--- config.mk ---
export PLATFORM = sky130hd
export DESIGN_NAME = rt_top
export DESIGN_NICKNAME = d
export VERILOG_FILES = /design/src/verilog/rt_pkg.sv /design/src/verilog/ray_if.sv /design/src/verilog/pix_if.sv /design/src/verilog/rt_ctrl.sv /design/src/verilog/ray_gen.sv /design/src/verilog/sphere_isect.sv /design/src/verilog/pixel_fifo.sv /design/src/verilog/fb_writer.sv /design/src/verilog/rt_top.sv
export SDC_FILE = /design/constraint.sdc
export NUM_CORES = 1
export LEC_CHECK = 0
export BUFFER_PORTS_ARGS = -buffer_cell sky130_fd_sc_hd__buf_2
export CAP_MARGIN = 20
export CELL_PAD_IN_SITES_DETAIL_PLACEMENT = 0
export CELL_PAD_IN_SITES_GLOBAL_PLACEMENT = 1
export CORE_MARGIN = 2
export CORE_UTILIZATION = 50
export CTS_CLUSTER_DIAMETER = 40
export DETAILED_ROUTE_END_ITERATION = 8
export PLACE_DENSITY_LB_ADDON = 0.12
export SLEW_MARGIN = 40
export SYNTH_ARGS = -nofsm -noshare
export SYNTH_HDL_FRONTEND = slang
export SYNTH_SLANG_ARGS = --single-unit
--- constraint.sdc ---
create_clock -name clk -period 10.7 [get_ports clk]
set_input_delay 0.535 -clock clk [delete_from_list [all_inputs] [get_ports clk]]
set_output_delay 0.535 -clock clk [all_outputs]
set_load 0.02 [all_outputs]
--- src/verilog/rt_pkg.sv ---
`default_nettype none

package rt_pkg;

  // Q8.8 coordinate and Q16.16 product
  typedef logic signed [15:0] fixed_t;
  typedef logic [31:0] wide_t;

  typedef logic [5:0] coord_t;
  typedef logic [11:0] fb_addr_t;
  typedef logic [7:0] color_t;

  // round-robin schedule shared by the arithmetic
  typedef enum logic [1:0] {PH0, PH1, PH2} phase_t;

  localparam int SCREEN_W = 64;
  localparam int SCREEN_H = 64;

  // 1/32 per pixel, so the screen spans -1.0 to just under +1.0
  localparam fixed_t PIXEL_STEP = 16'sd8;

  // eye at distance 4 and unit sphere give tan^2 = 1/15
  localparam wide_t HIT_LIMIT = 32'h0000_1111;

  localparam color_t HIT_COLOR = 8'd255;
  localparam color_t BG_COLOR = 8'd16;

  localparam int FIFO_DEPTH_LOG2 = 3;

endpackage

`default_nettype wire

--- src/verilog/ray_if.sv ---
`timescale 1ns/10ps
`default_nettype none

// one primary ray, generator to intersection
interface ray_if import rt_pkg::*; ();

  logic   valid;
  logic   ready;
  coord_t x;
  coord_t y;
  fixed_t dx;
  fixed_t dy;

  modport source (output valid, x, y, dx, dy, input ready);
  modport sink (input valid, x, y, dx, dy, output ready);

endinterface

`default_nettype wire

--- src/verilog/pix_if.sv ---
`timescale 1ns/10ps
`default_nettype none

// write side of the pixel buffer
interface pix_if import rt_pkg::*; ();

  logic     push;
  logic     full;
  fb_addr_t addr;
  color_t   color;

  modport source (output push, addr, color, input full);
  modport sink (input push, addr, color, output full);

endinterface

`default_nettype wire

--- src/verilog/rt_ctrl.sv ---
`timescale 1ns/10ps
`default_nettype none

module rt_ctrl import rt_pkg::*; (
  input  logic   clk,
  input  logic   rst_n,
  input  logic   start,
  input  logic   retire,
  output phase_t phase,
  output logic   busy,
  output logic   done
);

  logic     start_q;
  logic     start_rise;
  fb_addr_t retired;

  assign start_rise = start & ~start_q;

  // edge detector and the three-phase counter
  always_ff @(posedge clk) begin
    if (!rst_n) begin
      start_q <= 1'b0;
      phase   <= PH0;
    end else begin
      start_q <= start;
      case (phase)
        PH0:     phase <= PH1;
        PH1:     phase <= PH2;
        default: phase <= PH0;
      endcase
    end
  end

  // frame state, one retire per completed bus write
  always_ff @(posedge clk) begin
    if (!rst_n) begin
      busy    <= 1'b0;
      done    <= 1'b0;
      retired <= '0;
    end else begin
      done <= 1'b0;
      if (!busy && start_rise) begin
        busy    <= 1'b1;
        retired <= '0;
      end else if (busy && retire) begin
        if (retired == fb_addr_t'(SCREEN_W * SCREEN_H - 1)) begin
          // last pixel of the frame is in memory
          busy    <= 1'b0;
          done    <= 1'b1;
          retired <= '0;
        end else begin
          retired <= retired + 1'b1;
        end
      end
    end
  end

endmodule

`default_nettype wire

--- src/verilog/ray_gen.sv ---
`timescale 1ns/10ps
`default_nettype none

module ray_gen import rt_pkg::*; (
  input  logic   clk,
  input  logic   rst_n,
  input  phase_t phase,
  input  logic   busy,
  ray_if.source  ray
);

  logic   busy_q;
  logic   scan_done;
  logic   load;
  coord_t scan_x;
  coord_t scan_y;
  fixed_t off_x;
  fixed_t off_y;

  // pixel offsets from screen centre
  assign off_x = fixed_t'(scan_x) - fixed_t'(SCREEN_W / 2);
  assign off_y = fixed_t'(scan_y) - fixed_t'(SCREEN_H / 2);

  // load during PH2 so the ray is on the bus for PH0
  assign load = busy & ~scan_done & ~ray.valid & (phase == PH2);

  always_ff @(posedge clk) begin
    if (!rst_n) begin
      busy_q    <= 1'b0;
      ray.valid <= 1'b0;
      scan_x    <= '0;
      scan_y    <= '0;
      scan_done <= 1'b0;
    end else begin
      busy_q <= busy;
      if (busy && !busy_q) begin
        // new frame
        scan_x    <= '0;
        scan_y    <= '0;
        scan_done <= 1'b0;
        ray.valid <= 1'b0;
      end else if (load) begin
        ray.valid <= 1'b1;
        if (scan_x == coord_t'(SCREEN_W - 1)) begin
          scan_x <= '0;
          if (scan_y == coord_t'(SCREEN_H - 1)) begin
            scan_done <= 1'b1;
          end else begin
            scan_y <= scan_y + 1'b1;
          end
        end else begin
          scan_x <= scan_x + 1'b1;
        end
      end else if (ray.valid && ray.ready) begin
        ray.valid <= 1'b0;
      end
    end
  end

  // ray fields stay put until the next load
  always_ff @(posedge clk) begin
    if (load) begin
      ray.x  <= scan_x;
      ray.y  <= scan_y;
      ray.dx <= off_x * PIXEL_STEP;
      ray.dy <= off_y * PIXEL_STEP;
    end
  end

endmodule

`default_nettype wire

--- src/verilog/sphere_isect.sv ---
`timescale 1ns/10ps
`default_nettype none

module sphere_isect import rt_pkg::*; (
  input  logic   clk,
  input  logic   rst_n,
  input  phase_t phase,
  ray_if.sink    ray,
  pix_if.source  pix
);

  logic     held;
  logic     summed;
  logic     accept;
  logic     hit;
  fixed_t   held_dx;
  fixed_t   held_dy;
  fb_addr_t held_addr;
  fixed_t   mult_in;
  wide_t    square;
  wide_t    r2;

  // result leaves on PH0, a new ray may enter in the same cycle
  assign pix.push  = held & summed & ~pix.full;
  assign ray.ready = (phase == PH0) & (~held | pix.push);
  assign accept    = ray.valid & ray.ready;

  // one signed multiplier, dx in PH1 and dy in PH2
  assign mult_in = (phase == PH1) ? held_dx : held_dy;
  assign square  = mult_in * mult_in;

  // hit test and shading by distance from the centre
  assign hit       = r2 < HIT_LIMIT;
  assign pix.addr  = held_addr;
  assign pix.color = hit ? HIT_COLOR - {r2[15:10], 2'b00} : BG_COLOR;

  always_ff @(posedge clk) begin
    if (!rst_n) begin
      held   <= 1'b0;
      summed <= 1'b0;
    end else if (accept) begin
      held   <= 1'b1;
      summed <= 1'b0;
    end else if (pix.push) begin
      held <= 1'b0;
    end else if (held && !summed && phase == PH2) begin
      summed <= 1'b1;
    end
  end

  always_ff @(posedge clk) begin
    if (accept) begin
      held_dx   <= ray.dx;
      held_dy   <= ray.dy;
      held_addr <= {ray.y, ray.x};
    end
    // accumulate r2 while the ray is still being processed
    if (held && !summed) begin
      if (phase == PH1) begin
        r2 <= square;
      end else if (phase == PH2) begin
        r2 <= r2 + square;
      end
    end
  end

endmodule

`default_nettype wire

--- src/verilog/pixel_fifo.sv ---
`timescale 1ns/10ps
`default_nettype none

module pixel_fifo import rt_pkg::*; #(
  parameter int DEPTH_LOG2 = FIFO_DEPTH_LOG2
) (
  input  logic     clk,
  input  logic     rst_n,
  pix_if.sink      pix,
  input  logic     pop,
  output logic     empty,
  output fb_addr_t rd_addr,
  output color_t   rd_color
);

  // extra msb tells full from empty
  logic [DEPTH_LOG2:0] wr_ptr;
  logic [DEPTH_LOG2:0] rd_ptr;
  logic                do_push;
  logic                do_pop;

  fb_addr_t addr_mem [2**DEPTH_LOG2];
  color_t   color_mem [2**DEPTH_LOG2];

  assign empty    = (wr_ptr == rd_ptr);
  assign pix.full = (wr_ptr[DEPTH_LOG2] != rd_ptr[DEPTH_LOG2]) &&
                    (wr_ptr[DEPTH_LOG2-1:0] == rd_ptr[DEPTH_LOG2-1:0]);

  assign do_push = pix.push & ~pix.full;
  assign do_pop  = pop & ~empty;

  // head entry, shown without a read cycle
  assign rd_addr  = addr_mem[rd_ptr[DEPTH_LOG2-1:0]];
  assign rd_color = color_mem[rd_ptr[DEPTH_LOG2-1:0]];

  always_ff @(posedge clk) begin
    if (!rst_n) begin
      wr_ptr <= '0;
      rd_ptr <= '0;
    end else begin
      if (do_push) begin
        wr_ptr <= wr_ptr + 1'b1;
      end
      if (do_pop) begin
        rd_ptr <= rd_ptr + 1'b1;
      end
    end
  end

  always_ff @(posedge clk) begin
    if (do_push) begin
      addr_mem[wr_ptr[DEPTH_LOG2-1:0]]  <= pix.addr;
      color_mem[wr_ptr[DEPTH_LOG2-1:0]] <= pix.color;
    end
  end

endmodule

`default_nettype wire

--- src/verilog/fb_writer.sv ---
`timescale 1ns/10ps
`default_nettype none

module fb_writer import rt_pkg::*; (
  input  logic     clk,
  input  logic     rst_n,
  input  logic     empty,
  input  fb_addr_t rd_addr,
  input  color_t   rd_color,
  output logic     pop,
  output logic     retire,
  output logic     wb_cyc,
  output logic     wb_stb,
  output logic     wb_we,
  output fb_addr_t wb_adr,
  output color_t   wb_dat_w,
  input  logic     wb_ack
);

  typedef enum logic {IDLE, WRITE} wr_state_t;

  wr_state_t state;

  // bus strobes follow the state register directly
  assign wb_cyc = (state == WRITE);
  assign wb_stb = (state == WRITE);
  assign wb_we  = (state == WRITE);

  // entry leaves the buffer when memory takes it
  assign pop    = (state == WRITE) & wb_ack;
  assign retire = pop;

  always_ff @(posedge clk) begin
    if (!rst_n) begin
      state <= IDLE;
    end else begin
      case (state)
        IDLE:    if (!empty) state <= WRITE;
        default: if (wb_ack) state <= IDLE;
      endcase
    end
  end

  always_ff @(posedge clk) begin
    if (state == IDLE && !empty) begin
      wb_adr   <= rd_addr;
      wb_dat_w <= rd_color;
    end
  end

endmodule

`default_nettype wire

--- src/verilog/rt_top.sv ---
`timescale 1ns/10ps
`default_nettype none

module rt_top import rt_pkg::*; (
  input  logic     clk,
  input  logic     rst_n,
  input  logic     start,
  output logic     busy,
  output logic     done,
  output logic     wb_cyc,
  output logic     wb_stb,
  output logic     wb_we,
  output fb_addr_t wb_adr,
  output color_t   wb_dat_w,
  input  logic     wb_ack
);

  phase_t   phase;
  logic     retire;
  logic     fifo_pop;
  logic     fifo_empty;
  fb_addr_t rd_addr;
  color_t   rd_color;

  ray_if ray_bus ();
  pix_if pix_bus ();

  rt_ctrl ctrl (
    .clk, .rst_n,
    .start, .retire,
    .phase, .busy, .done
  );

  // primary rays, one per pixel
  ray_gen gen (
    .clk, .rst_n,
    .phase, .busy,
    .ray (ray_bus.source)
  );

  sphere_isect isect (
    .clk, .rst_n,
    .phase,
    .ray (ray_bus.sink),
    .pix (pix_bus.source)
  );

  pixel_fifo #(.DEPTH_LOG2(FIFO_DEPTH_LOG2)) pb_fifo (
    .clk, .rst_n,
    .pix      (pix_bus.sink),
    .pop      (fifo_pop),
    .empty    (fifo_empty),
    .rd_addr, .rd_color
  );

  // frame buffer writes go out over wishbone
  fb_writer fbw (
    .clk, .rst_n,
    .empty    (fifo_empty),
    .rd_addr, .rd_color,
    .pop      (fifo_pop),
    .retire,
    .wb_cyc, .wb_stb, .wb_we,
    .wb_adr, .wb_dat_w, .wb_ack
  );

endmodule

`default_nettype wire

==> flow_summary.ini <==
[min_path]
holdCritPathClass = input port to flip-flop

[clocking]
clk_latency_ps = 510
clk_path_buf_depth = 3
cts_hold_buf = 0
cts_sinks = 268
cts_root_buffer = clkbuf_16
cts_tree = built
cts_resized = 0
path_clk_slew_ps = 60
numCtsBuffers = 37
cts_setup_buffers = 0
htree_levels = 2

[run_status]
status = complete, no violations

[critical_path]
cpPeakStageDelay_ps = 660
path_class = flip-flop to flip-flop
cp.arrival_ps = 9330
start_kind = flip-flop
cp.required_ps = 10930
endpoint_kind = flip-flop
cp_max_fo = 20
crit_top_cell = inv_1
r2r_slack_ps = 1600
crit_slowest_cell = fa_1

[route]
drc = 0
routed_wl_mm = 27.90
postRouteAntennaNets = 0
firstDrtPassIters = 4
avgRoutedWirePerCell_um = 17.70
viasPerCell = 5.452
vias = 8593
dr.first_iter.drc_count = 539

[synth]
syn_area_um2 = 14670
avgSynthCellArea_um2 = 13.24
yosysTopAreaCellShare = 0.4607
yosys-top-cells-count = edfxtp_1, ha_1, nor2_1, inv_1, nand2_1
synth-seq-area-share = 0.5194
synth_flop_cell = edfxtp_1
yosysWarnings = 0
synth.distinct_cells = 63
synth_most_common_cell = edfxtp_1
synthTopCellsByArea = edfxtp_1, ha_1, fa_1
yosys.area.top_type = edfxtp_1
syn_nets = 1278
async_flop_share = 0
synthCells = 1108
ys_ff_latch = 268
synth-edff-count = 225

[final_layout]
area_growth_pct = 13.18
utilization = 0.5768
layoutNonFillerInstCount = 1576
nets = 1333
antennaDiodeCount = 0
drive_above_1_share = 0.1669

[global_routing]
grt_max_degree = 43
grt-busiest-layer = met2
grtUsageTotal = 0.1867
grt_util_met2 = 0.3077
grt_pass1_vias = 8739
gr-total-overflow = 0
antenna_found_initial = 0
grt_use_met1 = 0.2648
grt_pass1_wl_mm = 45.55
grtUsageMet3 = 0.02662

[floorplanning]
fp.coreArea_um2 = 28780
die_w_um = 175.3
die-height_um = 175.3
initial_utilization = 0.5096
row_count = 62
io_pins = 29
design.die.area_um2 = 30720

[timing]
rsz0062_at_grt = no
tns_ps = 0
clock_skew_ps = 21.47
worst_slew_margin_rel = 0.4188
hold_viol_final = 0
tightestPinTransition_ps = 847.6
setup_violations = 0
fin_crit_ps = 9097
post-route-period-util = 0.8502
fmax_mhz = 109.9
slew_violations = 0

[place]
numPortBuffers = 28
dp_hpwl_mm = 19.34
gp_congestion = 0.8190
dp.cells = 1508

[job]
cap_violations = 0
critical path, delay by kind of cell (launching register included):
family	cells	cell delay, ps
xor gates and xnor gates	2	270
muxes	2	730
AOI/OAI and AO/OA	5	980
DFF	1	310
adders and majority gates	8	3550
buffers and inverters	6	1280
and+or+nand+nor	7	1700
metal layers:
metal	part of all wire	wire length [µm]
met3	0.037	1025
met1	0.47	13170
met2	0.48	13300
met5	0	0
met4	0.014	396
flip-flops by register name, indices dropped and copies added (netlist names), 2 cells and up:
signal	count
gen.ray.y	6
gen.scan_y	6
gen.ray.x	6
pb_fifo.wr_ptr	4
fbw.wb_adr	12
ctrl.retired	12
fbw.wb_dat_w	7
gen.scan_x	6
ctrl.phase	2
pb_fifo.color_mem	56
isect.r2	26
pb_fifo.rd_ptr	4
isect.pix.addr	12
pb_fifo.addr_mem	96
layout make-up:
cell class	count	area (µm²)
fillers	2316	12180
flip-flops and latches	268	7620
clock buffers	46	969.7
inverters	81	304.0
repair buffers	45	271.5
well taps	384	480.5
clock inverters	22	299.0
multi-input cells	730	6655
path summary, 6_finish.rpt:
check	from	to	cells past startpoint
worst max-delay path	ctrl.phase[1]	isect.r2[31]	30
worst min-delay path	start	ctrl.start_q	2
worst max register to register	ctrl.phase[1]	isect.r2[31]	30
worst min register to register	gen.ray.y[1]	isect.pix.addr[7]	0
cells in the final DEF (no fill, tap or decap), types with 6 or more instances in the layout:
cell / count
nand2_1: 67
a21o_1: 23
o21ai_0: 32
edfxtp_1: 225
clkinv_1: 6
clkbuf_16: 37
a21oi_1: 51
bufinv_16: 6
ha_1: 109
mux2i_1: 10
nor2_2: 6
dfxtp_1: 41
nand3_1: 16
nand4_1: 12
or2_2: 7
and3_1: 8
nor3_1: 8
xnor2_1: 40
xor2_1: 34
buf_2: 28
nor2b_1: 8
o21ai_1: 8
inv_1: 78
nor2_1: 91
mux2_2: 27
mux4_2: 38
a31oi_1: 7
buf_4: 16
clkbuf_1: 8
nand2b_1: 12
fa_1: 57
cell families (layout without fill, tap and decap cells):
| family | Yosys count | after routing | share of synthesized area |
|---|---|---|---|
| flops | 268 | 268 | 0.5194 |
| simple gates | 259 | 259 | 0.08207 |
| fa+ha+maj | 167 | 167 | 0.1715 |
| compound gates | 155 | 155 | 0.06791 |
| buf+inv | 110 | 194 | 0.02909 |
| mux | 75 | 75 | 0.08591 |
| xor+xnor | 74 | 74 | 0.04419 |
per-stage QoR:
stage               instance area (µm²)  setup WS, ps  hold WS, ps
global placement                  15330          1656        401.4
finish                            16600          1603        246.8
global route                      16600         795.5        254.4
CTS                               16600          1482        232.0
detailed placement                15330          1561        404.5
floorplan                         14670          2549        400.3
Power is left out: the tool's default activity adds up to more than one toggle a clock period on the data nets, which glitch-free logic cannot reach.
